[src/rtl/tmem_params.svh]
`ifndef TMEM_PARAMS_SVH
`define TMEM_PARAMS_SVH

// tag ram word address width, 1024 words
`define TMEM_AW 10

// byte base addresses of the two windows
`define TMEM_RAM_BASE 32'h8000_0000
`define TMEM_REG_BASE 32'h8380_0000

// register window spans 256 words, so the byte offset is 10 bits wide
`define TMEM_REG_OFS_W 10

// register word offsets
`define TMEM_REG_CTRL_LO 8'h00
`define TMEM_REG_CTRL_HI 8'h01
`define TMEM_REG_GO      8'h02
`define TMEM_REG_STAT    8'h03
`define TMEM_REG_SCR0    8'h20
`define TMEM_REG_SCR1    8'h21
`define TMEM_REG_ERREN   8'h40
`define TMEM_REG_IACK    8'h41

// read value for unused register offsets
`define TMEM_BAD_WORD 32'hdead_beef

// presence flag in the upper byte of the go register
`define TMEM_GO_FLAG 8'h55

`endif
[src/rtl/tmem_pkg.sv]
`include "tmem_params.svh"

package tmem_pkg;

  // request opcode, cap writes carry a valid tag in wdata[32]
  typedef enum logic [1:0] {
    OP_READ      = 2'd0,
    OP_WRITE     = 2'd1,
    OP_CAP_WRITE = 2'd2
  } op_t;

  // decoded target window
  typedef enum logic [1:0] {
    TGT_RAM  = 2'd0,
    TGT_REGS = 2'd1,
    TGT_NONE = 2'd2
  } tgt_t;

  // request as seen by a target
  // addr is the word address inside the window, regs use the low 8 bits
  typedef struct packed {
    op_t                 op;
    logic [3:0]          be;
    logic [`TMEM_AW-1:0] addr;
    logic [32:0]         wdata;
  } mem_req_t;

endpackage

[src/rtl/tmem_if.sv]
`timescale 1ns/10ps

// request strobe from the decoder to one target
interface tmem_req_if;
  import tmem_pkg::*;

  // high only in the accept cycle
  logic     sel;
  mem_req_t req;

  modport master (
    output sel,
    output req
  );

  modport slave (
    input sel,
    input req
  );

endinterface

// registered result from one target to the response merger
interface tmem_rsp_if;

  logic        valid;
  logic [32:0] rdata;
  logic        err;
  // target loads its output register only while ready is high
  logic        ready;

  modport slave (
    output valid,
    output rdata,
    output err,
    input  ready
  );

  modport master (
    input  valid,
    input  rdata,
    input  err,
    output ready
  );

endinterface

[src/rtl/ctrl_regs.sv]
`timescale 1ns/10ps
`include "tmem_params.svh"

module ctrl_regs (
  input  logic        clk,
  input  logic        rst_n,
  tmem_req_if.slave   req,
  tmem_rsp_if.slave   rsp,
  input  logic        core_busy,
  output logic [63:0] ctrl_word,
  output logic        ctrl_go,
  output logic [3:0]  err_enable_vec,
  output logic [2:0]  intr_ack
);
  import tmem_pkg::*;

  logic [7:0]  ofs;
  logic        wr_en;
  logic        rd_en;
  logic [31:0] wdata;
  logic [31:0] rd_word;
  logic [30:0] epoch;
  logic        busy_q;
  logic [31:0] scratch0;
  logic [31:0] scratch1;

  assign ofs   = req.req.addr[7:0];
  assign wdata = req.req.wdata[31:0];
  assign wr_en = req.sel && (req.req.op != OP_READ);
  assign rd_en = req.sel && (req.req.op == OP_READ);

  // read mux over the register map
  always_comb begin
    case (ofs)
      `TMEM_REG_CTRL_LO: rd_word = ctrl_word[31:0];
      `TMEM_REG_CTRL_HI: rd_word = ctrl_word[63:32];
      `TMEM_REG_GO:      rd_word = {`TMEM_GO_FLAG, 23'h0, ctrl_go};
      `TMEM_REG_STAT:    rd_word = {epoch, core_busy};
      `TMEM_REG_SCR0:    rd_word = scratch0;
      `TMEM_REG_SCR1:    rd_word = scratch1;
      `TMEM_REG_ERREN:   rd_word = {28'h0, err_enable_vec};
      `TMEM_REG_IACK:    rd_word = {29'h0, intr_ack};
      default:           rd_word = `TMEM_BAD_WORD;
    endcase
  end

  always_ff @(posedge clk or negedge rst_n) begin
    if (!rst_n) begin
      ctrl_word      <= 64'h0;
      scratch0       <= 32'h0;
      scratch1       <= 32'h0;
      err_enable_vec <= 4'h0;
    end else if (wr_en) begin
      // STAT and unused offsets drop the write
      case (ofs)
        `TMEM_REG_CTRL_LO: ctrl_word[31:0]  <= wdata;
        `TMEM_REG_CTRL_HI: ctrl_word[63:32] <= wdata;
        `TMEM_REG_SCR0:    scratch0         <= wdata;
        `TMEM_REG_SCR1:    scratch1         <= wdata;
        `TMEM_REG_ERREN:   err_enable_vec   <= wdata[3:0];
        default: ;
      endcase
    end
  end

  // core side handshake state
  always_ff @(posedge clk or negedge rst_n) begin
    if (!rst_n) begin
      ctrl_go  <= 1'b0;
      busy_q   <= 1'b0;
      epoch    <= 31'h0;
      intr_ack <= 3'h0;
    end else begin
      // a GO write in the same cycle wins over the self clear
      if (wr_en && (ofs == `TMEM_REG_GO))
        ctrl_go <= wdata[0];
      else if (core_busy)
        ctrl_go <= 1'b0;

      busy_q <= core_busy;
      // engine finished a run
      if (busy_q && !core_busy)
        epoch <= epoch + 31'd1;

      // single cycle pulse
      if (wr_en && (ofs == `TMEM_REG_IACK))
        intr_ack <= wdata[2:0];
      else
        intr_ack <= 3'h0;
    end
  end

  always_ff @(posedge clk or negedge rst_n) begin
    if (!rst_n) begin
      rsp.valid <= 1'b0;
    end else if (rsp.ready) begin
      rsp.valid <= req.sel;
    end
  end

  // register reads never carry a tag, writes return zero
  always_ff @(posedge clk) begin
    if (rsp.ready && req.sel) begin
      rsp.rdata <= rd_en ? {1'b0, rd_word} : 33'h0;
    end
  end

  assign rsp.err = 1'b0;

endmodule

[src/flat_wrapper.sv]
// flat-port wrapper written by rule: the top's interface ports become plain ports
module ctrl_regs_flat import tmem_pkg::*;
  (clk, rst_n, core_busy, ctrl_word, ctrl_go, err_enable_vec, intr_ack, req_sel, req_req, rsp_valid, rsp_rdata, rsp_err, rsp_ready);
  tmem_req_if req_i ();
  tmem_rsp_if rsp_i ();
  input  logic clk;
  input  logic rst_n;
  input  logic core_busy;
  output logic [63:0] ctrl_word;
  output logic ctrl_go;
  output logic [3:0] err_enable_vec;
  output logic [2:0] intr_ack;
  input wire logic [$bits(req_i.sel)-1:0] req_sel;
  input wire logic [$bits(req_i.req)-1:0] req_req;
  output wire logic [$bits(rsp_i.valid)-1:0] rsp_valid;
  output wire logic [$bits(rsp_i.rdata)-1:0] rsp_rdata;
  output wire logic [$bits(rsp_i.err)-1:0] rsp_err;
  input wire logic [$bits(rsp_i.ready)-1:0] rsp_ready;
  assign req_i.sel = req_sel;
  assign req_i.req = req_req;
  assign rsp_valid = rsp_i.valid;
  assign rsp_rdata = rsp_i.rdata;
  assign rsp_err = rsp_i.err;
  assign rsp_i.ready = rsp_ready;
  ctrl_regs u_core (.clk(clk), .rst_n(rst_n), .req(req_i), .rsp(rsp_i), .core_busy(core_busy), .ctrl_word(ctrl_word), .ctrl_go(ctrl_go), .err_enable_vec(err_enable_vec), .intr_ack(intr_ack));
endmodule
[config.mk]
export PLATFORM = sky130hd
export DESIGN_NAME = ctrl_regs_flat
export DESIGN_NICKNAME = d
export VERILOG_FILES = /design/src/rtl/tmem_pkg.sv /design/src/rtl/tmem_if.sv /design/src/rtl/ctrl_regs.sv /design/src/flat_wrapper.sv
export VERILOG_INCLUDE_DIRS = /design/src /design/src/rtl
export SDC_FILE = /design/constraint.sdc
export NUM_CORES = 1
export LEC_CHECK = 0
export ABC_AREA = 1
export BUFFER_PORTS_ARGS = -buffer_cell sky130_fd_sc_hd__buf_4
export CAP_MARGIN = 15
export CORE_AREA = 2 2 131 196
export CTS_CLUSTER_SIZE = 8
export DETAILED_ROUTE_END_ITERATION = 7
export DIE_AREA = 0 0 133 198
export GPL_TIMING_DRIVEN = 0
export PLACE_DENSITY = 0.54
export SLEW_MARGIN = 25
export SYNTH_ARGS = -nofsm -noshare
export SYNTH_HDL_FRONTEND = slang
export SYNTH_SLANG_ARGS = --single-unit
[constraint.sdc]
create_clock -name clk -period 3.6 [get_ports clk]
set_input_delay 0.72 -clock clk [delete_from_list [all_inputs] [get_ports clk]]
set_output_delay 0.72 -clock clk [all_outputs]
set_load 0.02 [all_outputs]
# [Yosys cells after proc, flatten, opt, wreduce, memory -nomap -nowiden]
# Cells that the tools add are included.
[word_totals] inputBits=54 reg_bits=202 elab_cells=40 out_inout_bits=107
[classes] addsub=1 muxes=4 reduce_logical=16 eq_ne=7
[op_table] op="$pmux W32 S8" n=1
[op_table] op="$add A31 B1 Y31 const B" n=1
[op_table] op="$eq A8 B2 Y1 const B" n=2
[op_table] op="$eq A8 B6 Y1 const B" n=2
[op_table] op="$eq A8 B7 Y1 const B" n=2
[op_table] op="$reduce_and A2 Y1" n=5
[op_table] op="$eq A8 B1 Y1 const B" n=1
[op_table] op="$logic_not A8 Y1" n=1
[op_table] op="$logic_and A1 B1 Y1" n=6
[op_table] op="$reduce_bool A2 Y1" n=2
[op_table] op="$mux W3" n=1
[op_table] op="$logic_not A2 Y1" n=1
[op_table] op="$mux W1" n=2
[op_table] op="$logic_not A1 Y1" n=1

# [Depth between registers and ports, before layout]
[logic_depth] depth_word=4 mapped_depth=11

# [Worst setup path before layout]
# No wires, ideal clock.
[synth_path] path_type="in2reg" startpoint="input req_req[40]" endpoint="register u_core.rsp.rdata[16] (data pin)" n_path_buf=1 setup_ns=0.276 path_stages=7 path_slack_ns=1.692 arrival_ns=1.632 path_cell_list="inv_1 nand2_1 nor2_1 o2bb2ai_1 nand2_4 buf_8 a21oi_2"
[synth_between] elab_chain_len=2 elab_cells_between_ends=9 cone_classes="7 x eq/ne; 1 x mux; 1 x reduce/logical"
[synth_rtl] element="from (decl)" line_no="flat_wrapper.sv:14" source="input wire logic [$bits(req_i.req)-1:0] req_req;"
[synth_rtl] element="$eq A8 B7 Y1 (tied with other cells)" line_no="ctrl_regs.sv:34" source="case (ofs)"
[synth_rtl] element="$pmux W32 S8 (*)" line_no="ctrl_regs.sv:34"
[synth_rtl] element="to (signal assigned)" line_no="ctrl_regs.sv:104" source="rsp.rdata <= rd_en ? {1'b0, rd_word} : 33'h0;"
[synth_rtl] element="to (decl)" line_no="tmem_if.sv:34" source="output rdata,"
# Mark *: on every way between the ends. The rest lies on a longest branch, timed or not.
# A chain may end at the register's enable or synchronous reset.

# [Worst setup path in the final report]
[layout_path] startpoint="input req_req[36]" endpoint="register u_core.rsp.rdata[17] (data pin)"
# The elaborated chain is that of the path after synthesis.

==> impl_metrics.toml <==
[synth]
ys_seq_area_share_pct = 54.93
yosys.area_share.adder_pct = 0.1324
avgSynthCellArea_um2 = 8.558
yosysMostFrequentCell = "nand2_1"
synth.area.mux_share_pct = 0
synthTopCellsByCount = "nand2_1 (368), dfrtp_1 (169), nor2_1 (89)"
syn_inst = 1104
synth_cell_types = 39
synth_top_flop_cell = "dfrtp_1"
synth_area_leader_cell = "dfrtp_1"
synth-seq-cells = 201
yosys_warnings = 0
synth_top_area_share_pct = 44.76
synth-async-reset-ratio_pct = 84.08
syn_area_um2 = 9448
synth_top_family_by_area = "simple AND/OR/NAND/NOR gates"
synth_edf_count = 32
synth_top_cells_by_area = "dfrtp_1 (45%), nand2_1 (15%), edfxtp_1 (10%), o21ai_0 (3.7%), nand3_1 (3.6%)"
synth_xor_area_share_pct = 2.039
synth-simple-area-share_pct = 26.88
synth-compound-area-share_pct = 9.270

[timing]
hold_viol_final = 0
max_freq_mhz = 509.9
slew-limit-headroom_pct = 38.08
timing.hold.ws_ns = 0.06715
layout_setup_ws_ns = 1.639
max_slew.worst_pin.slew_ns = 0.9287
rsz0062_at_grt = "false"
final.min_clock_period_ns = 1.961
finalCritPeriodShare_pct = 54.48
tns_ns = 0
clock_skew_ns = 0.01393
final-setup-viol-count = 0
timing.final.max_slew_violations = 0

[global_routing]
grt_pass1_wl_um = 47010
use_met1_pct = 28.99
grt_pass1_vias = 8069
met2_usage_pct = 42.12
grt_use_met3_pct = 2.227
antenna_found_initial = 0
grtUsageTotal_pct = 23.33
grt-busiest-layer = "met2"
grt_max_degree = 75
overflow = 0

[cells_and_area]
drive_gt1_share_pct = 20.41
final_cells = 1631
diodes = 0
nets = 1345
finalCoreUtilization_pct = 47.89
stdcell_area_um2 = 11870
syn_to_final_growth_pct = 25.64

[critical_path]
cpLargestDelayFamily = "simple AND/OR/NAND/NOR gates"
end_kind = "flop"
path_cells = "buf_4 > nor2_4 > nand3_2 > nor2_4 > buf_4 > nand2_1 > nand4_1 > nor2_1 > nor2_1"
start_kind = "input pin"
path_depth = 9
critPathBufInv = 2
cpMaxStageDelayCell = "nor2_4"
cp_max_fo = 10
critical_path.max_stage_delay_ns = 0.38
reg2reg_depth = 8
worstPathArrival_ns = 2.33
criticalPathCategory = "in -> reg"
worst_ep_required_time_ns = 3.97

[run_status]
status = "complete, no violations"

[clocking]
clock-sinks = 201
cts-htree-levels = 1
cts_root_buf = "clkbuf_16"
clock_latency_ns = 0.55
cts_setup_buffers = 0
clockBufferDepth = 3
cts_resized = 0
cts_tree = "done"
cts_hold_buf = 0
clk_pin_slew_ns = 0.05
cts_made_buffers = 29

[power]
p_leak_nw = 5.833
total_power_mw = 5.413
powerDensity_nw_per_um2 = 456.0
ir_drop_v = 0.0003340

[place]
gp_congestion = 0.9093
dpl.cell_count = 1587
placed_cell_area_um2 = 11080
portBuffers = 151
dpl_worst_slack_ns = 1.098
dp_hpwl_um = 21900

[detailed_routing]
drt_iter0_drc = 428
vias = 8109
detail-route-antenna-nets = 0
wirelength_um = 30600
first_pass_iters = 5
drc = 0
drt-vias-per-instance = 4.972
wl_per_cell_um = 18.76

[floorplanning]
fp.dieW_um = 133
die_h_um = 198
io_pins = 161
core-area_um2 = 24790
start_util_pct = 38.12
num_rows = 71
die_area_um2 = 26330

[min_path]
timing.hold.worst.class = "in -> async"

[flow_run]
drv_cap = 0
==> worst paths after layout <==
check | end | slack (ns) | from
worst max-delay path | u_core.rsp.rdata[17]$_SDFFCE_PN0P_ | 1.64 | req_req[36]
worst min-delay path | u_core.ctrl_word[41]$_DFFE_PN0P_ | 0.07 | rst_n
worst max register to register | u_core.epoch[22]$_DFFE_PN0P_ | 1.71 | u_core.epoch[0]$_DFFE_PN0P_
worst min register to register | u_core.scratch1[24]$_DFFE_PN0P_ | 0.48 | u_core.scratch1[24]$_DFFE_PN0P_
max in group asynchronous | u_core.scratch0[26]$_DFFE_PN0P_ | 2.48 | rst_n
min in group clk | u_core.busy_q$_DFF_PN0_ | 0.32 | core_busy
==> state kept, by name (all words and copies together), names as in the netlist <==
register / cells
u_core.ctrl_word: 64
u_core.rsp.rdata: 32
u_core.scratch0: 32
u_core.scratch1: 32
u_core.epoch: 31
u_core.err_enable_vec: 4
u_core.intr_ack: 3
u_core.busy_q: 1
u_core.ctrl_go: 1
u_core.rsp.valid: 1
==> layer usage <==
metal	routed length (µm)	share of wire, %	up-vias
met3	1222	4.0	49
met5	0	0	-
met4	966	3.2	0
met1	12730	42	3942
met2	15680	51	210
li1	-	-	3908
==> layout make-up <==
cell class                      count  area, µm²
Fill cell                        2454      12910
Sequential cell                   201       5190
Multi-Input combinational cell    770       3628
Timing Repair Buffer              154       1216
Clock buffer                       42      774.5
Tap cell                          328      410.4
Inverter                           91      349.1
Buffer                             43      284.0
Clock inverter                      2      17.52
==> cell families after synthesis <==
logic type | Yosys count
flops | 201
simple gates | 583
xor+xnor | 22
fa+ha+maj | 1
compound gates | 162
other cells | 1
buf+inv | 134
==> cell usage in the layout (no fill, tap or decap), types with 8 or more instances in the layout <==
master,n
dfrtp_1,169
nand4_1,11
xor2_1,16
buf_2,11
o21ai_1,64
nor3_1,11
clkbuf_16,29
a21oi_1,10
clkbuf_1,28
nand3_1,68
nand2_4,8
nor2_4,11
a21oi_2,10
nor2_1,89
edfxtp_1,32
buf_6,10
inv_1,87
o21ai_0,70
buf_4,156
nand2_1,368
==> report_power, final <==
group          internal [mW]  total, mW  leakage [nW]  switching, mW
combinational          0.177      0.461          2.89          0.284
clock                   1.46       2.43         0.381          0.974
sequential              2.43       2.52          2.56         0.0921
Note: power is estimated with default switching activity, not from simulation.
