### src/rtl/tmem_if.sv


// registered result from one target to the response merger
interface tmem_rsp_if;

  logic        valid;
  logic [32:0] rdata;
  logic        err;
  // target loads its output register only while ready is high
  logic        ready;

  modport slave (
    output valid,
    output rdata,
    output err,
    input  ready
  );

  modport master (
    input  valid,
    input  rdata,
    input  err,
    output ready
  );

endinterface

### src/rtl/resp_merge.sv
`timescale 1ns/10ps

module resp_merge (
  tmem_rsp_if.master  ram,
  tmem_rsp_if.master  regs,
  input  logic        miss,
  output logic        rsp_valid,
  output logic [32:0] rsp_rdata,
  output logic        rsp_err,
  input  logic        rsp_ready,
  output logic        req_ready
);

  logic advance;

  // at most one source is valid at a time
  assign rsp_valid = ram.valid | regs.valid | miss;

  always_comb begin
    if (ram.valid) begin
      rsp_rdata = ram.rdata;
      rsp_err   = ram.err;
    end else if (regs.valid) begin
      rsp_rdata = regs.rdata;
      rsp_err   = regs.err;
    end else begin
      // a miss, or nothing presented
      rsp_rdata = 33'h0;
      rsp_err   = miss;
    end
  end

  // pipeline moves when the output slot is empty or draining
  assign advance = ~rsp_valid | rsp_ready;

  assign ram.ready  = advance;
  assign regs.ready = advance;
  assign req_ready  = advance;

endmodule

### src/flat_wrapper.sv
// flat-port wrapper written by rule: the top's interface ports become plain ports
module resp_merge_flat 
  (miss, rsp_valid, rsp_rdata, rsp_err, rsp_ready, req_ready, ram_valid, ram_rdata, ram_err, ram_ready, regs_valid, regs_rdata, regs_err, regs_ready);
  tmem_rsp_if ram_i ();
  tmem_rsp_if regs_i ();
  input  logic miss;
  output logic rsp_valid;
  output logic [32:0] rsp_rdata;
  output logic rsp_err;
  input  logic rsp_ready;
  output logic req_ready;
  input wire logic [$bits(ram_i.valid)-1:0] ram_valid;
  input wire logic [$bits(ram_i.rdata)-1:0] ram_rdata;
  input wire logic [$bits(ram_i.err)-1:0] ram_err;
  output wire logic [$bits(ram_i.ready)-1:0] ram_ready;
  input wire logic [$bits(regs_i.valid)-1:0] regs_valid;
  input wire logic [$bits(regs_i.rdata)-1:0] regs_rdata;
  input wire logic [$bits(regs_i.err)-1:0] regs_err;
  output wire logic [$bits(regs_i.ready)-1:0] regs_ready;
  assign ram_i.valid = ram_valid;
  assign ram_i.rdata = ram_rdata;
  assign ram_i.err = ram_err;
  assign ram_ready = ram_i.ready;
  assign regs_i.valid = regs_valid;
  assign regs_i.rdata = regs_rdata;
  assign regs_i.err = regs_err;
  assign regs_ready = regs_i.ready;
  resp_merge u_core (.ram(ram_i), .regs(regs_i), .miss(miss), .rsp_valid(rsp_valid), .rsp_rdata(rsp_rdata), .rsp_err(rsp_err), .rsp_ready(rsp_ready), .req_ready(req_ready));
endmodule
### config.mk
export PLATFORM = sky130hd
export DESIGN_NAME = resp_merge_flat
export DESIGN_NICKNAME = d
export VERILOG_FILES = /design/src/rtl/tmem_if.sv /design/src/rtl/resp_merge.sv /design/src/flat_wrapper.sv
export SDC_FILE = /design/constraint.sdc
export NUM_CORES = 1
export LEC_CHECK = 0
export ABC_AREA = 1
export BUFFER_PORTS_ARGS = -buffer_cell sky130_fd_sc_hd__buf_2
export CAP_MARGIN = 20
export CORE_ASPECT_RATIO = 1.5
export CORE_MARGIN = 1.5
export CORE_UTILIZATION = 32
export DETAILED_ROUTE_END_ITERATION = 6
export PLACE_DENSITY_LB_ADDON = 0.12
export SLEW_MARGIN = 10
export SYNTH_ARGS = -nofsm -noshare
export SYNTH_HDL_FRONTEND = slang
export SYNTH_SLANG_ARGS = --single-unit
### constraint.sdc
create_clock -name vclk -period 0.8
set_input_delay 0.12 -clock vclk [all_inputs]
set_output_delay 0.12 -clock vclk [all_outputs]
set_load 0.1 [all_outputs]
==> results of run 1 <==
-- cell usage after synthesis (all sizes together) --
cell type and instances:
inv 5, buf 13, nand3 35, nand2 71
-- cell families after synthesis --
group	after synthesis	share of synthesized area, %
simple gates	106	76.17
buf+inv	18	23.83
-- per-stage QoR --
step / std cells / area, µm² / setup WS, ns / hold slack, ns / setup TNS [ns]
after floorplan: 124 / 1466 / -0.4807 / 0.4551 / -3.118
after global placement: 248 / 2505 / -0.3224 / 0.6248 / -10.57
==> impl_metrics.json, run 1 <==
{
  "status": "did not finish",
  "haltStage": "detailed placement",
  "error_line": "[ERROR DPL-0038] Utilization greater than 100%, impossible to legalize",
  "synth_top_cell_by_area": "nand3_2",
  "die_w_um": 43.24,
  "seq_area_frac_synth_pct": 0,
  "rows": 21,
  "syn_inst": 124,
  "yosys_warnings": 0,
  "routabilityCongestion": 0.7425,
  "ys_top_cells_by_area": "nand3_2 (39%), nand2_1 (34%), buf_12 (7.7%)",
  "portBuffers": 110,
  "yosysTopAreaCellShare_pct": 38.65,
  "avgSynthCellArea_um2": 6.266,
  "yosysUniqueCellTypes": 9,
  "die-height_um": 63.35,
  "start_util_pct": 34.39,
  "syn_nets": 196,
  "syn_area_um2": 777.0,
  "pin_count": 110
}
==> inputs of run 2 (changes only) <==
--- a/config.mk
+++ b/config.mk
@@ -8,11 +8,10 @@
 export ABC_AREA = 1
 export BUFFER_PORTS_ARGS = -buffer_cell sky130_fd_sc_hd__buf_2
 export CAP_MARGIN = 20
-export CORE_ASPECT_RATIO = 1.5
-export CORE_MARGIN = 1.5
-export CORE_UTILIZATION = 32
+export CORE_AREA = 2 2 63 65
 export DETAILED_ROUTE_END_ITERATION = 6
-export PLACE_DENSITY_LB_ADDON = 0.12
+export DIE_AREA = 0 0 65 67
+export PLACE_DENSITY_LB_ADDON = 0.15
 export SLEW_MARGIN = 10
 export SYNTH_ARGS = -nofsm -noshare
 export SYNTH_HDL_FRONTEND = slang
==> run 2 against run 1 <==
Compared with the run above: the flow now finishes, with violations (negative setup slack); synthesized cell count did not move; area after synthesis did not move.
==> impl_metrics.json, run 2 <==
{
  "status": "finished, violations left",
  "violations": "negative setup slack",
  "yosys_warnings": 0,
  "ys_top_cells_by_area": "nand3_2 (39%), nand2_1 (34%), buf_12 (7.7%)",
  "avgSynthCellArea_um2": 6.266,
  "routabilityCongestion": 0.6851,
  "nets": 316,
  "final_max_slew_viol_count": 0,
  "die_area_mm2": 0.004355,
  "ff_latch_area_um2": 0,
  "cpPeakStageDelay_ns": 0.20,
  "syn_to_final_growth_pct": 310.3,
  "drive_gt1_share_pct": 90.91,
  "fmax_mhz": 995.4,
  "clock_buffers": 0,
  "rows": 22,
  "cp-start-kind": "primary input",
  "seq_area_frac_synth_pct": 0,
  "antenna_found_initial": 0,
  "final-setup-viol-count": 38,
  "pre_cts_ws_ns": -0.3001,
  "crit_type": "primary input to output port",
  "p_per_area_mw_per_mm2": 955.4,
  "syn_nets": 196,
  "crit_slowest_cell": "buf_16",
  "pin_count": 110,
  "rsz0062_at_grt": "true",
  "grt_max_degree": 18,
  "period_needed_ns": 1.005,
  "hold_violations": 0,
  "finalNonFillerCells": 290,
  "wl_per_cell_um": 17.89,
  "relSlewSlack_pct": 85.78,
  "yosysTopAreaCellShare_pct": 38.65,
  "synth_top_cell_by_area": "nand3_2",
  "first_global_vias": 1559,
  "drv_cap": 0,
  "syn_area_um2": 777.0,
  "vias": 1365,
  "coreArea_mm2": 0.003606,
  "dr.pass1.iters": 4,
  "grt_use_total_pct": 25.75,
  "hold_path.class": "primary input to output port",
  "antenna_cells": 0,
  "yosysUniqueCellTypes": 9,
  "worst_ep_required_time_ns": 0.68,
  "synth_most_common_cell": "nand2_1",
  "seq_cell_count": 0,
  "crit_top_cell": "buf_12",
  "wl_um": 5187,
  "die-height_um": 67,
  "die_w_um": 65,
  "final_cell_mix": "buf_2 (70), buf_12 (47), nand2_8 (40)",
  "place_hpwl_um": 2746,
  "portBuffers": 110,
  "fin_ws_ns": -0.2046,
  "path_max_fanout": 8,
  "tightest_slew_ns": 0.2127,
  "drt-vias-per-instance": 4.707,
  "dp_cells": 281,
  "drtAntennaViolNets": 0,
  "endpoint_kind": "output port",
  "final_common_cell": "buf_2",
  "start_util_pct": 21.55,
  "fin_tns_setup_ns": -5.927,
  "synth_common_cells": "nand2_1 (71), nand3_2 (30), buf_4 (5), buf_6 (5), nand3_1 (5)",
  "syn_inst": 124,
  "period_share_pct": 125.6,
  "drtIter0Drc": 28,
  "p_leak_nw": 1.318,
  "post-route-drc-count": 0,
  "ir_worst_vdd_mv": 0.6506,
  "arrival_ns": 0.88,
  "grt_pass1_wl_um": 8480,
  "grt-ovfl-total": 0,
  "path_cells": "buf_12 > buf_12 > buf_16 > nand2_4 > nand2_8 > buf_12"
}
[run 2: final timing paths]
path	startpoint	endpoint	slack [ns]	cells after the start
hold / removal	ram_rdata[0]	rsp_rdata[0]	0.62	4
setup / recovery	ram_valid	rsp_rdata[13]	-0.20	6
[run 2: cell type report]
class              instances  area (µm²)
inverters                  5       33.78
repair buffers           131        1519
fillers                  136       417.9
multi-input cells        106        1575
well taps                 48       60.06
[run 2: per-layer routing]
metal | routed length [µm] | track usage (%) | vias up
li1 | - | - | 637
met2 | 2879 | 49.48 | 76
met5 | 0 | 0 | -
met1 | 1795 | 28.50 | 638
met4 | 176 | 8.245 | 0
met3 | 335 | 4.223 | 14
[run 2: cells by family (layout without fill, tap and decap cells)]
logic type | count (synthesis) | after routing | share of synthesized area (%)
buf+inv | 18 | 136 | 23.83
simple gates | 106 | 106 | 76.17
[run 2: stage by stage]
stage	hold slack [ns]	total power, mW	instance area [µm²]	util, %
after floorplan	0.4551	1.785	1466	-
after global placement	0.6235	2.644	2609	72.35
after detailed placement	0.6347	2.660	2609	72.35
after CTS	0.6135	3.000	3156	87.51
after global routing	0.6298	3.140	3188	88.41
final	0.6239	3.046	3188	88.41
[run 2: repair_timing]
item / CTS / global route
cloned: 5 / 0
setup buffers: 4 / 0
pin swaps: 10 / 8
hold buffers: 0 / 0
endpoints found under the setup margin: 38 / 38
gates resized for setup: 80 / 6
[run 2: critical path: cells and delay by family]
kind	cells	cell delay (ns)
AND/OR/NAND/NOR	2	0.15
buffers and inverters	4	0.60
[run 2: report_power, final]
| group | switching [mW] | leakage [nW] | internal (mW) | total [mW] |
|---|---|---|---|---|
| Sequential | 0 | 0 | 0 | 0 |
| Combinational | 1.87 | 1.32 | 1.17 | 3.05 |
| Clock | 0 | 0 | 0 | 0 |
(Power assumes the default switching activity.)
==> inputs of run 3 (changes only) <==
--- a/config.mk
+++ b/config.mk
@@ -6,12 +6,12 @@
 export NUM_CORES = 1
 export LEC_CHECK = 0
 export ABC_AREA = 1
-export BUFFER_PORTS_ARGS = -buffer_cell sky130_fd_sc_hd__buf_2
+export BUFFER_PORTS_ARGS = -buffer_cell sky130_fd_sc_hd__buf_4
 export CAP_MARGIN = 20
 export CORE_AREA = 2 2 63 65
 export DETAILED_ROUTE_END_ITERATION = 6
 export DIE_AREA = 0 0 65 67
-export PLACE_DENSITY_LB_ADDON = 0.15
+export PLACE_DENSITY = 0.64
 export SLEW_MARGIN = 10
 export SYNTH_ARGS = -nofsm -noshare
 export SYNTH_HDL_FRONTEND = slang
==> run 3 against run 2 <==
Compared with the run above: the run still ends with negative setup slack left; count of clock-buffer cells in the layout is the same; worst hold slack better by 0.0060 ns; global-route usage decreased by 6.0 points; sequential cell count is the same; sequential share of layout area did not move; die area stayed put; combinational power about the same; critical path depth fell by 1; wire length fell by 0.79%; via count down 4.0%; non-clock buffer count is 9 lower; first-iteration DRC count rose by 32%; largest cell class is now buffers; highest routed layer is now met3.
==> impl_metrics.json, run 3 (synthesis results as in run 2) <==
{
  "status": "finished, violations left",
  "violations": "negative setup slack",
  "wl_per_cell_um": 18.12,
  "die_w_um": 65,
  "holdCritStartpoint": "ram_rdata[32]",
  "drt-vias-per-instance": 4.613,
  "seq_cell_count": 0,
  "crit_start": "ram_valid",
  "pre_cts_ws_ns": -0.3755,
  "path_max_fanout": 9,
  "min_to": "rsp_rdata[32]",
  "worst_ep_required_time_ns": 0.68,
  "hold_violations": 0,
  "p_per_area_mw_per_mm2": 943.7,
  "first_global_vias": 1455,
  "antenna_found_initial": 0,
  "grt_use_total_pct": 19.74,
  "post_cts_buffers": 0,
  "fin_tns_setup_ns": -3.070,
  "p_leak_nw": 1.317,
  "place_hpwl_um": 2903,
  "period_share_pct": 113.3,
  "coreArea_mm2": 0.003606,
  "post-route-drc-count": 0,
  "fin_ws_ns": -0.1066,
  "wl_um": 5146,
  "hold_path.class": "primary input to output port",
  "critPathTopFamily": "buffers and inverters",
  "met1_length_um": 1784,
  "final_cell_mix": "buf_4 (70), buf_12 (43), nand2_2 (32)",
  "path_buf_inv": 3,
  "dr.pass1.iters": 4,
  "whs_path_depth": 4,
  "post-route-util_pct": 88.69,
  "drive_gt1_share_pct": 97.03,
  "grt_pass1_wl_um": 6824,
  "die-height_um": 67,
  "path_cells": "clkbuf_16 > clkinv_16 > nand3_4 > nand2_8 > buf_12",
  "final-setup-viol-count": 38,
  "route.met2.wl_um": 3127,
  "clock_buffers": 0,
  "cp-start-kind": "primary input",
  "final_common_cell": "buf_4",
  "finalNonFillerCells": 284,
  "wl_met3_um": 233,
  "grt-ovfl-total": 0,
  "nets": 310,
  "syn_to_final_growth_pct": 311.6,
  "rows": 22,
  "fmax_mhz": 1103,
  "start_util_pct": 21.55,
  "arrival_ns": 0.79,
  "ff_latch_area_um2": 0,
  "maxUsedRoutingLayer": "met3",
  "die_area_mm2": 0.004355,
  "cpPeakStageDelay_ns": 0.18,
  "period_needed_ns": 0.9066,
  "grt_max_degree": 19,
  "antenna_cells": 0,
  "portBuffers": 110,
  "drv_cap": 0,
  "dp_cells": 276,
  "crit_slowest_cell": "clkbuf_16",
  "ir_worst_vdd_mv": 0.5659,
  "routabilityCongestion": 0.7350,
  "tightest_slew_ns": 0.2014,
  "rsz0062_at_grt": "true",
  "crit_type": "primary input to output port",
  "relSlewSlack_pct": 86.60,
  "endpoint_kind": "output port",
  "drtAntennaViolNets": 0,
  "vias": 1310,
  "drtIter0Drc": 37,
  "pin_count": 110,
  "final_max_slew_viol_count": 0
}
-- run 3: changes by cell type in the layout (fill, tap and decap cells not counted), moves of 3 or more --
cell / delta
buf_2: -70
buf_4: +66
nand2_2: +27
nand2_1: -14
nand2_8: -9
buf_12: -4
nand2_4: -4
nand3_2: +4
clkbuf_16: +3
nand3_4: -3
-- run 3: per-layer routing --
metal / GRT usage, % / vias to the layer above
li1: - / 616
met1: 21.20 / 636
met2: 41.75 / 58
met3: 2.703 / 0
met4: 1.064 / 0
met5: 0 / -
-- run 3: worst max-delay path by stage --
stage                          to  slack, ns  cells after the start
floorplan              regs_ready      -0.48                      5
global placement     rsp_rdata[0]      -0.37                      5
detailed placement   rsp_rdata[0]      -0.38                      5
CTS                 rsp_rdata[26]      -0.12                      5
global route            req_ready      -0.13                      5
finish                  req_ready      -0.11                      5
-- run 3: what timing repair did --
item / CTS / global route
endpoints found under the setup margin: 38 / 38
pin swaps: 3 / 12
resized for setup: 171 / 20
cloned: 3 / 5
hold buffers: 0 / 0
-- run 3: power by group --
| part | internal, mW | switching (mW) |
|---|---|---|
| combinational | 1.20 | 1.82 |
| sequential | 0 | 0 |
| clock | 0 | 0 |
-- run 3: worst min-delay path, cell delays in order --
cell     delay [ns]
buf_4          0.08
nand2_2        0.06
nand2_4        0.08
buf_12         0.16
-- run 3: stage by stage --
| step | total power [mW] | area, µm² | hold slack, ns |
|---|---|---|---|
| after CTS | 2.879 | 2970 | 0.6275 |
| after global placement | 2.254 | 2238 | 0.7098 |
| final | 3.018 | 3198 | 0.6299 |
| after detailed placement | 2.274 | 2238 | 0.7090 |
| after floorplan | 1.785 | 1466 | 0.4551 |
| after global routing | 3.110 | 3198 | 0.6381 |
-- run 3: area by class of cell --
type / count / area, µm²
Fill cell: 146 / 407.9
Inverter: 5 / 45.04
Multi-Input combinational cell: 106 / 1449
Tap cell: 48 / 60.06
Timing Repair Buffer: 122 / 1582
Timing Repair inverter: 3 / 62.56
