### src/rtl/tmem_params.svh
`ifndef TMEM_PARAMS_SVH
`define TMEM_PARAMS_SVH

// tag ram word address width, 1024 words
`define TMEM_AW 10

// byte base addresses of the two windows
`define TMEM_RAM_BASE 32'h8000_0000
`define TMEM_REG_BASE 32'h8380_0000

// register window spans 256 words, so the byte offset is 10 bits wide
`define TMEM_REG_OFS_W 10

// register word offsets
`define TMEM_REG_CTRL_LO 8'h00
`define TMEM_REG_CTRL_HI 8'h01
`define TMEM_REG_GO      8'h02
`define TMEM_REG_STAT    8'h03
`define TMEM_REG_SCR0    8'h20
`define TMEM_REG_SCR1    8'h21
`define TMEM_REG_ERREN   8'h40
`define TMEM_REG_IACK    8'h41

// read value for unused register offsets
`define TMEM_BAD_WORD 32'hdead_beef

// presence flag in the upper byte of the go register
`define TMEM_GO_FLAG 8'h55

`endif
### src/rtl/tmem_pkg.sv
`include "tmem_params.svh"

package tmem_pkg;

  // request opcode, cap writes carry a valid tag in wdata[32]
  typedef enum logic [1:0] {
    OP_READ      = 2'd0,
    OP_WRITE     = 2'd1,
    OP_CAP_WRITE = 2'd2
  } op_t;

  // decoded target window
  typedef enum logic [1:0] {
    TGT_RAM  = 2'd0,
    TGT_REGS = 2'd1,
    TGT_NONE = 2'd2
  } tgt_t;

  // request as seen by a target
  // addr is the word address inside the window, regs use the low 8 bits
  typedef struct packed {
    op_t                 op;
    logic [3:0]          be;
    logic [`TMEM_AW-1:0] addr;
    logic [32:0]         wdata;
  } mem_req_t;

endpackage

### src/rtl/tmem_if.sv
`timescale 1ns/10ps

// request strobe from the decoder to one target
interface tmem_req_if;
  import tmem_pkg::*;

  // high only in the accept cycle
  logic     sel;
  mem_req_t req;

  modport master (
    output sel,
    output req
  );

  modport slave (
    input sel,
    input req
  );

endinterface


### src/rtl/req_decode.sv
`timescale 1ns/10ps
`include "tmem_params.svh"

module req_decode (
  input  logic              clk,
  input  logic              rst_n,
  input  logic              req_valid,
  input  logic [31:0]       req_addr,
  input  logic              req_we,
  input  logic              req_cap,
  input  logic [3:0]        req_be,
  input  logic [32:0]       req_wdata,
  input  logic              req_ready,
  tmem_req_if.master        ram,
  tmem_req_if.master        regs,
  output logic              miss
);
  import tmem_pkg::*;

  localparam int unsigned RAM_LSB = `TMEM_AW + 2;
  localparam int unsigned REG_LSB = `TMEM_REG_OFS_W;
  localparam logic [31:0] RAM_BASE = `TMEM_RAM_BASE;
  localparam logic [31:0] REG_BASE = `TMEM_REG_BASE;

  logic     accept;
  tgt_t     tgt;
  op_t      op;
  mem_req_t base_req;

  assign accept = req_valid & req_ready;

  // window match on the upper address bits, everything above the window is zero
  always_comb begin
    if (req_addr[31:RAM_LSB] == RAM_BASE[31:RAM_LSB])
      tgt = TGT_RAM;
    else if (req_addr[31:REG_LSB] == REG_BASE[31:REG_LSB])
      tgt = TGT_REGS;
    else
      tgt = TGT_NONE;
  end

  always_comb begin
    if (!req_we)
      op = OP_READ;
    else if (req_cap)
      op = OP_CAP_WRITE;
    else
      op = OP_WRITE;
  end

  always_comb begin
    base_req.op    = op;
    base_req.be    = req_be;
    base_req.addr  = req_addr[RAM_LSB-1:2];
    base_req.wdata = req_wdata;
  end

  assign ram.sel = accept && (tgt == TGT_RAM);
  assign ram.req = base_req;

  // register window offset is only 8 bits, zero extended
  assign regs.sel = accept && (tgt == TGT_REGS);
  always_comb begin
    regs.req      = base_req;
    regs.req.addr = `TMEM_AW'(req_addr[REG_LSB-1:2]);
  end

  // unmapped access completes as an error response one cycle later
  always_ff @(posedge clk or negedge rst_n) begin
    if (!rst_n) begin
      miss <= 1'b0;
    end else if (req_ready) begin
      miss <= accept && (tgt == TGT_NONE);
    end
  end

endmodule

### src/flat_wrapper.sv
// flat-port wrapper written by rule: the top's interface ports become plain ports
module req_decode_flat import tmem_pkg::*;
  (clk, rst_n, req_valid, req_addr, req_we, req_cap, req_be, req_wdata, req_ready, miss, ram_sel, ram_req, regs_sel, regs_req);
  tmem_req_if ram_i ();
  tmem_req_if regs_i ();
  input  logic clk;
  input  logic rst_n;
  input  logic req_valid;
  input  logic [31:0] req_addr;
  input  logic req_we;
  input  logic req_cap;
  input  logic [3:0] req_be;
  input  logic [32:0] req_wdata;
  input  logic req_ready;
  output logic miss;
  output wire logic [$bits(ram_i.sel)-1:0] ram_sel;
  output wire logic [$bits(ram_i.req)-1:0] ram_req;
  output wire logic [$bits(regs_i.sel)-1:0] regs_sel;
  output wire logic [$bits(regs_i.req)-1:0] regs_req;
  assign ram_sel = ram_i.sel;
  assign ram_req = ram_i.req;
  assign regs_sel = regs_i.sel;
  assign regs_req = regs_i.req;
  req_decode u_core (.clk(clk), .rst_n(rst_n), .req_valid(req_valid), .req_addr(req_addr), .req_we(req_we), .req_cap(req_cap), .req_be(req_be), .req_wdata(req_wdata), .req_ready(req_ready), .ram(ram_i), .regs(regs_i), .miss(miss));
endmodule
### config.mk
export PLATFORM = sky130hd
export DESIGN_NAME = req_decode_flat
export DESIGN_NICKNAME = d
export VERILOG_FILES = /design/src/rtl/tmem_pkg.sv /design/src/rtl/tmem_if.sv /design/src/rtl/req_decode.sv /design/src/flat_wrapper.sv
export VERILOG_INCLUDE_DIRS = /design/src /design/src/rtl
export SDC_FILE = /design/constraint.sdc
export NUM_CORES = 1
export LEC_CHECK = 0
export ABC_CLOCK_PERIOD_IN_PS = 1300
export BUFFER_PORTS_ARGS = -buffer_cell sky130_fd_sc_hd__buf_4
export CAP_MARGIN = 0
export CORE_AREA = 10 10 68 70
export DETAILED_ROUTE_END_ITERATION = 8
export DIE_AREA = 0 0 78 80
export MAX_ROUTING_LAYER = met4
export PLACE_DENSITY = 0.95
export RECOVER_POWER = 25
export SLEW_MARGIN = 20
export SYNTH_ARGS = -nofsm -noshare
export SYNTH_HDL_FRONTEND = slang
export SYNTH_SLANG_ARGS = --single-unit
### constraint.sdc
create_clock -name clk -period 1.3 [get_ports clk]
set_input_delay 0.065 -clock clk [delete_from_list [all_inputs] [get_ports clk]]
set_output_delay 0.065 -clock clk [all_outputs]
set_load 0.05 [all_outputs]
== Word level (Yosys, flattened, before mapping) ==
Cells that the tools add are included.

* Register bits: 1
* Bits of input ports: 75
* Output and inout port bits: 101
* Logic and storage cells: 14

* Equality and inequality tests: 4
* Mux-type cells: 4
* Bitwise gates (word level): 1
* Reductions and logical operators: 4

{| class="wikitable"
|+ Operator list
! operator !! number
|-
| $eq A22 B22 Y1 const B || 1
|-
| $eq A20 B20 Y1 const B || 1
|-
| $mux W2 || 4
|-
| $logic_and A1 B1 Y1 || 3
|-
| $eq A2 B1 Y1 const B || 1
|-
| $eq A2 B2 Y1 const B || 1
|-
| $logic_not A2 Y1 || 1
|-
| $and A1 B1 Y1 || 1
|}

== Longest topological paths before layout ==
Gate-level depths: netlist of the first run.

* Word-level depth: 5
* Mapped depth: 4
* Depth with buffers taken out: 4

== Worst setup path before layout of the first run ==
OpenSTA, ideal clock, no wires.

* Kind: input port to output port
* Start point: in req_addr[16]
* End point: out regs_sel
* Arrival: 1471 ps
* Required time: 1235 ps
* Slack: -236 ps
* Stages on the path: 3
* Buffers on the path: 0
* Path through: nor4b_2 nand3_2 nor4_2

* Word-level cells in the longest chain between the ends: 5
* Elaborated cells between the ends (all ways): 6
* Those cells by class: 3 x eq/ne; 2 x mux; 1 x reduce/logical

{| class="wikitable"
|+ RTL lines
! element !! line !! RTL
|-
| from (decl) || flat_wrapper.sv:9 || <nowiki>input logic [31:0] req_addr;</nowiki>
|-
| $eq A22 B22 Y1 || req_decode.sv:36 || <nowiki>else if (req_addr[31:REG_LSB] == REG_BASE[31:REG_LSB])</nowiki>
|-
| $mux W2 || req_decode.sv:36 ||
|-
| $mux W2 * || req_decode.sv:34 || <nowiki>if (req_addr[31:RAM_LSB] == RAM_BASE[31:RAM_LSB])</nowiki>
|-
| $eq A2 B1 Y1 * || req_decode.sv:62 || <nowiki>assign regs.sel = accept && (tgt == TGT_REGS);</nowiki>
|-
| $logic_and A1 B1 Y1 * || req_decode.sv:62 ||
|-
| to (decl) || flat_wrapper.sv:18 || <nowiki>output wire logic [$bits(regs_i.sel)-1:0] regs_sel;</nowiki>
|}

Mark *: on every way between the ends. The rest lies on a longest branch, timed or not.

== Final worst setup path of the first run ==
* Start point: in req_addr[13]
* End point: out ram_sel

* Word-level cells in the longest chain between the ends: 5
* Elaborated cells between the ends (all ways): 6
* Those cells by class: 2 x eq/ne; 2 x mux; 2 x reduce/logical

{| class="wikitable"
|+ RTL lines
! element !! line !! RTL
|-
| $eq A22 B22 Y1 || req_decode.sv:36 ||
|-
| $mux W2 || req_decode.sv:36 ||
|-
| $mux W2 * || req_decode.sv:34 ||
|-
| $logic_not A2 Y1 * || req_decode.sv:58 || <nowiki>assign ram.sel = accept && (tgt == TGT_RAM);</nowiki>
|-
| $logic_and A1 B1 Y1 * || req_decode.sv:58 ||
|-
| to (decl) || flat_wrapper.sv:16 || <nowiki>output wire logic [$bits(ram_i.sel)-1:0] ram_sel;</nowiki>
|}

Marks and branches as above.

==> out/metrics.cfg, run 1 <==
[sta]
finalHoldViolCount = 0
setup_violations = 0
post-route-min-period_ps = 1218
fin_worst_skew_ps = 0
finalCritPeriodShare = 0.9370
maxSlewViolCount = 0
setup_tns_ps = 0
rsz0062_at_grt = no
max_freq_mhz = 820.9

[die]
die_y_um = 80
coreArea_um2 = 3284
ios = 176
rows = 21
initial_utilization = 0.2731
die_area_um2 = 6240
dieWidth_um = 78

[routing]
dr.first_iter.drc_count = 5
drt-vias-per-instance = 4.076
drt-pass1-iter-count = 4
drc = 0
drt-total-wl_um = 2019
vias = 428
drtAntennaViolNets = 0
wire_per_inst_um = 19.23

[clock_network]
cts_setup_buffers = 0
insertion_delay_ps = 0

[layout]
largest_register_ffs = 1
area_delta_synth_final_pct = -39.19
drive_above_1_share = 0.7119
top_register = u_core.miss
top_regs = u_core.miss x1
nNetsFinal = 136
final_cell_mix = buf_4, nor3_1
diodes = 0
layout_commonest_cell = buf_4

[global_route]
grtUsageTotal = 0.05497
grt.overflow.total = 0
grt_max_degree = 4
grt_pass1_wl_um = 2732
antenna_found_initial = 0
grt_pass1_vias = 489

[setup_path]
start_kind = primary input
critPathCaptureType = primary output
cp_max_fo = 3
arrival_ps = 1150
critPathRequiredTime_ps = 1240
critPathKind = primary input to primary output

[run_status]
status = complete, no violations

[logic_synthesis]
syn_area_per_cell_um2 = 7.668
synth_cell_types = 17
yosysWarnings = 0
synthCells = 117
synth-seq-area-share = 0.02789
synth.cell_area_um2 = 897.1
ys_ff_latch = 1

[place]
gp_congestion = 0.8077
dp_hpwl_um = 1829
io_buffers = 36

[flow_run]
max_cap_violations = 0

[min_path]
hp-class = primary input to primary output

[pwr]
power.density_nw_per_um2 = 392.6
power_leakage_nw = 0.2433
vdd_drop_max_mv = 0.06073
finalPower_uw = 214.2

worst max-delay path: stages:
cell and delay, ps:
buf_4 120, nor4_4 260, nand3_2 180, nor4b_2 290
buf_4 240
metal layers:
metal | up-vias | global-route usage | part of all wire
met1 | 173 | 0.04537 | 0.32
li1 | 157 | - | -
met3 | 41 | 0.03829 | 0.19
met4 | 0 | 0.05556 | 0.10
met5 | - | - | 0
met2 | 57 | 0.07960 | 0.39
logic make-up (layout without fill, tap and decap cells):
kind of cell | Yosys count | after routing | synth area share
other | 1 | 2 | 0.004180
AO/OA/AOI/OAI | 2 | 2 | 0.01674
flip-flops | 1 | 1 | 0.02789
buffers and inverters | 97 | 38 | 0.8075
AND/OR/NAND/NOR | 16 | 16 | 0.1437
cell usage after synthesis, drive strengths merged:
| cell type | number | share of area |
|---|---|---|
| nand3 | 1 | 0.011 |
| buf | 96 | 0.80 |
| and2 | 1 | 0.0070 |
| conb | 1 | 0.0042 |
| inv | 1 | 0.0042 |
| nor4b | 2 | 0.033 |
| dfrtp | 1 | 0.028 |
| o22ai | 1 | 0.0070 |
| nand2 | 2 | 0.0084 |
| nor4 | 3 | 0.045 |
| a41oi | 1 | 0.0098 |
| nor2 | 2 | 0.0084 |
| nor3 | 3 | 0.017 |
| nand4 | 1 | 0.0070 |
| nor2b | 1 | 0.0070 |
cell type report:
cell class / count / area [um2]
inverters: 1 / 3.754
multi-input cells: 20 / 175.2
flip-flops and latches: 1 / 25.02
fillers: 375 / 2739
repair buffers: 37 / 284.0
well taps: 46 / 57.56
path summary, 6_finish.rpt:
path                                from           to  slack [ps]  cells after the start
setup / recovery            req_addr[13]      ram_sel          80                      5
min in group asynchronous          rst_n  u_core.miss         390                      2
hold / removal             req_wdata[20]  ram_req[20]         130                      0
max in group asynchronous          rst_n  u_core.miss         820                      2
setup reg to reg             u_core.miss  u_core.miss         680                      2
hold reg to reg              u_core.miss  u_core.miss         540                      2
report_power, final:
group	total (mW)	internal [mW]	switching, mW
logic	0.178	0.0805	0.0979
clock network	0	0	0
registers	0.0358	0.0345	0.00127
through the flow:
| step | cell area, um2 | utilization | cells | hold WS [ps] | setup WS, ps |
|---|---|---|---|---|---|
| 6_report | 545.5 | 0.1661 | 105 | 130.0 | 81.85 |
| 5_1_grt | 545.5 | 0.1661 | 105 | 130.1 | 16.97 |
| 4_1_cts | 518.0 | 0.1577 | 105 | 130.5 | 39.33 |
| 2_1_floorplan | 900.9 | - | 118 | -230.6 | -235.6 |
| 3_3_place_gp | 508.0 | 0.1547 | 104 | -156.5 | 69.46 |
| 3_5_place_dp | 508.0 | 0.1547 | 104 | -157.1 | 34.75 |
what timing repair did:
action | in CTS | in global routing
hold endpoints to repair | 1 | 0
resized for setup | 0 | 4
endpoints found under the setup margin | 0 | 1
hold buffers | 1 | 0
No activity file was read; power rests on OpenSTA's default activity.
==> inputs of run 2 (changes only) <==
--- a/config.mk
+++ b/config.mk
@@ -11,7 +11,10 @@
 export CAP_MARGIN = 0
-export CORE_AREA = 10 10 68 70
+export CELL_PAD_IN_SITES_DETAIL_PLACEMENT = 1
+export CELL_PAD_IN_SITES_GLOBAL_PLACEMENT = 2
+export CORE_AREA = 10 10 106 108
+export CTS_CLUSTER_SIZE = 30
 export DETAILED_ROUTE_END_ITERATION = 8
-export DIE_AREA = 0 0 78 80
+export DIE_AREA = 0 0 116 118
 export MAX_ROUTING_LAYER = met4
-export PLACE_DENSITY = 0.95
+export PLACE_DENSITY = 0.94
 export RECOVER_POWER = 25
--- a/constraint.sdc
+++ b/constraint.sdc
@@ -3,2 +3,2 @@
 set_output_delay 0.065 -clock clk [all_outputs]
-set_load 0.05 [all_outputs]
+set_load 0.005 [all_outputs]
==> run 2 against run 1 <==
Against the previous run:
- via count fell by 16%
- register-to-register slack barely moved
- worst hold slack hardly changed
- routed wire length shrank 17%
- die area is 120% higher
- sequential share of layout area down 0.41 points
- critical path depth is the same
- largest cell class unchanged
==> out/metrics.cfg, run 2 (synthesized netlist as in run 1, its figures left out) <==
[routing]
wire_per_inst_um = 9.847
drt-vias-per-instance = 2.124
vias = 361
drt-pass1-iter-count = 2
drt-total-wl_um = 1674
drc = 0
drtAntennaViolNets = 0
dr.first_iter.drc_count = 2

[die]
die_y_um = 118
die_area_um2 = 13690
dieWidth_um = 116
rows = 35
ios = 176
initial_utilization = 0.09849
coreArea_um2 = 9109

[place]
io_buffers = 36
dp_hpwl_um = 1552
pre_cts_slack_ps = 175.6
gp_congestion = 0.6678
placed_cells = 169

[layout]
top_register = u_core.miss
final_util = 0.06580
nNetsFinal = 136
largest_register_ffs = 1
layout_commonest_cell = buf_4
final_cell_mix = buf_4, nor3_1
n_fill_cell = 1087
diodes = 0
top_regs = u_core.miss x1
drive_above_1_share = 0.6949
area_delta_synth_final_pct = -33.19
finalNonFillerCells = 170

[global_route]
grtUsageTotal = 0.02132
grt_pass1_wl_um = 2311
grt_max_degree = 4
grt_pass1_vias = 438
grt.overflow.total = 0
antenna_found_initial = 0

[setup_path]
rr_worst_depth = 2
crit_chain = buf_4 > nor4b_2 > nand3_2 > nor4_2 > buf_4
worst_path_largest_cell_delay_ps = 290
arrival_ps = 1040
r2r-start = u_core.miss
rrSetupSlack_ps = 670
start_kind = primary input
slowest_stage = nor4b_2
critPathCaptureType = primary output
cp_max_fo = 3
critPathRequiredTime_ps = 1240
worst_path_most_repeated_cell = buf_4
critPathKind = primary input to primary output
r2r_end = u_core.miss

[sta]
maxSlewViolCount = 0
finalHoldViolCount = 0
max_freq_mhz = 906.5
fin_worst_skew_ps = 0
setup_violations = 0
setup_tns_ps = 0
finalCritPeriodShare = 0.8486
rsz0062_at_grt = no
layout_setup_ws_ps = 196.9
post-route-min-period_ps = 1103

[min_path]
hp-class = primary input to primary output
hold_end = ram_req[11]
hold_depth = 0
hp-start = req_wdata[11]

[clock_network]
cts_setup_buffers = 0
insertion_delay_ps = 0

[pwr]
power_leakage_nw = 0.2247
vdd_drop_max_mv = 0.07981
power.density_nw_per_um2 = 255.3

[run_status]
status = complete, no violations

[flow_run]
max_cap_violations = 0

-- run 2: metal layers --
layer  vias up  track usage  share of wire
met1       165      0.01409           0.24
li1        157            -              -
met5         -            -              0
met3         8      0.01070           0.15
met2        31      0.04246           0.59
met4         0      0.01017          0.011
-- run 2: power by group --
group / leakage (nW) / switching [mW] / total, mW / internal (mW)
sequential: 0.0121 / 0.00135 / 0.0359 / 0.0345
combinational: 0.213 / 0.0398 / 0.117 / 0.0773
clock: 0 / 0 / 0 / 0
-- run 2: final cells by class --
cell class                 instances  area, um2  area share
timing repair buffer              37      280.3      0.4676
multi-input combinational         20      151.4      0.2526
tap                              111      138.9      0.2317
sequential                         1      25.02     0.04175
inverter                           1      3.754    0.006263
-- run 2: worst max-delay path, delay by kind of cell --
kind | cells | cell delay [ps]
buf+inv | 2 | 260
simple gates | 3 | 710
-- run 2: how the worst max path moves through the flow --
stage	startpoint	to	slack, ps	cells past startpoint
detailed placement	req_addr[16]	regs_sel	180	5
floorplan	req_addr[16]	u_core.miss	440	4
global placement	req_addr[16]	regs_sel	180	5
global route	req_addr[16]	ram_sel	110	5
finish	req_addr[16]	regs_sel	200	5
CTS	req_addr[16]	regs_sel	180	5
-- run 2: through the flow --
step	hold WS, ps	area [um2]	power [mW]
global placement	-159.4	589.3	0.1491
global route	130.0	599.3	0.1632
CTS	130.1	599.3	0.1553
floorplan	-230.6	900.9	0.2939
finish	130.0	599.3	0.1530
detailed placement	-156.2	589.3	0.1528
-- run 2: repair_timing --
action                                 CTS  global route
endpoints found under the hold margin    1             0
gates resized for setup                  0             0
hold buffers                             1             0
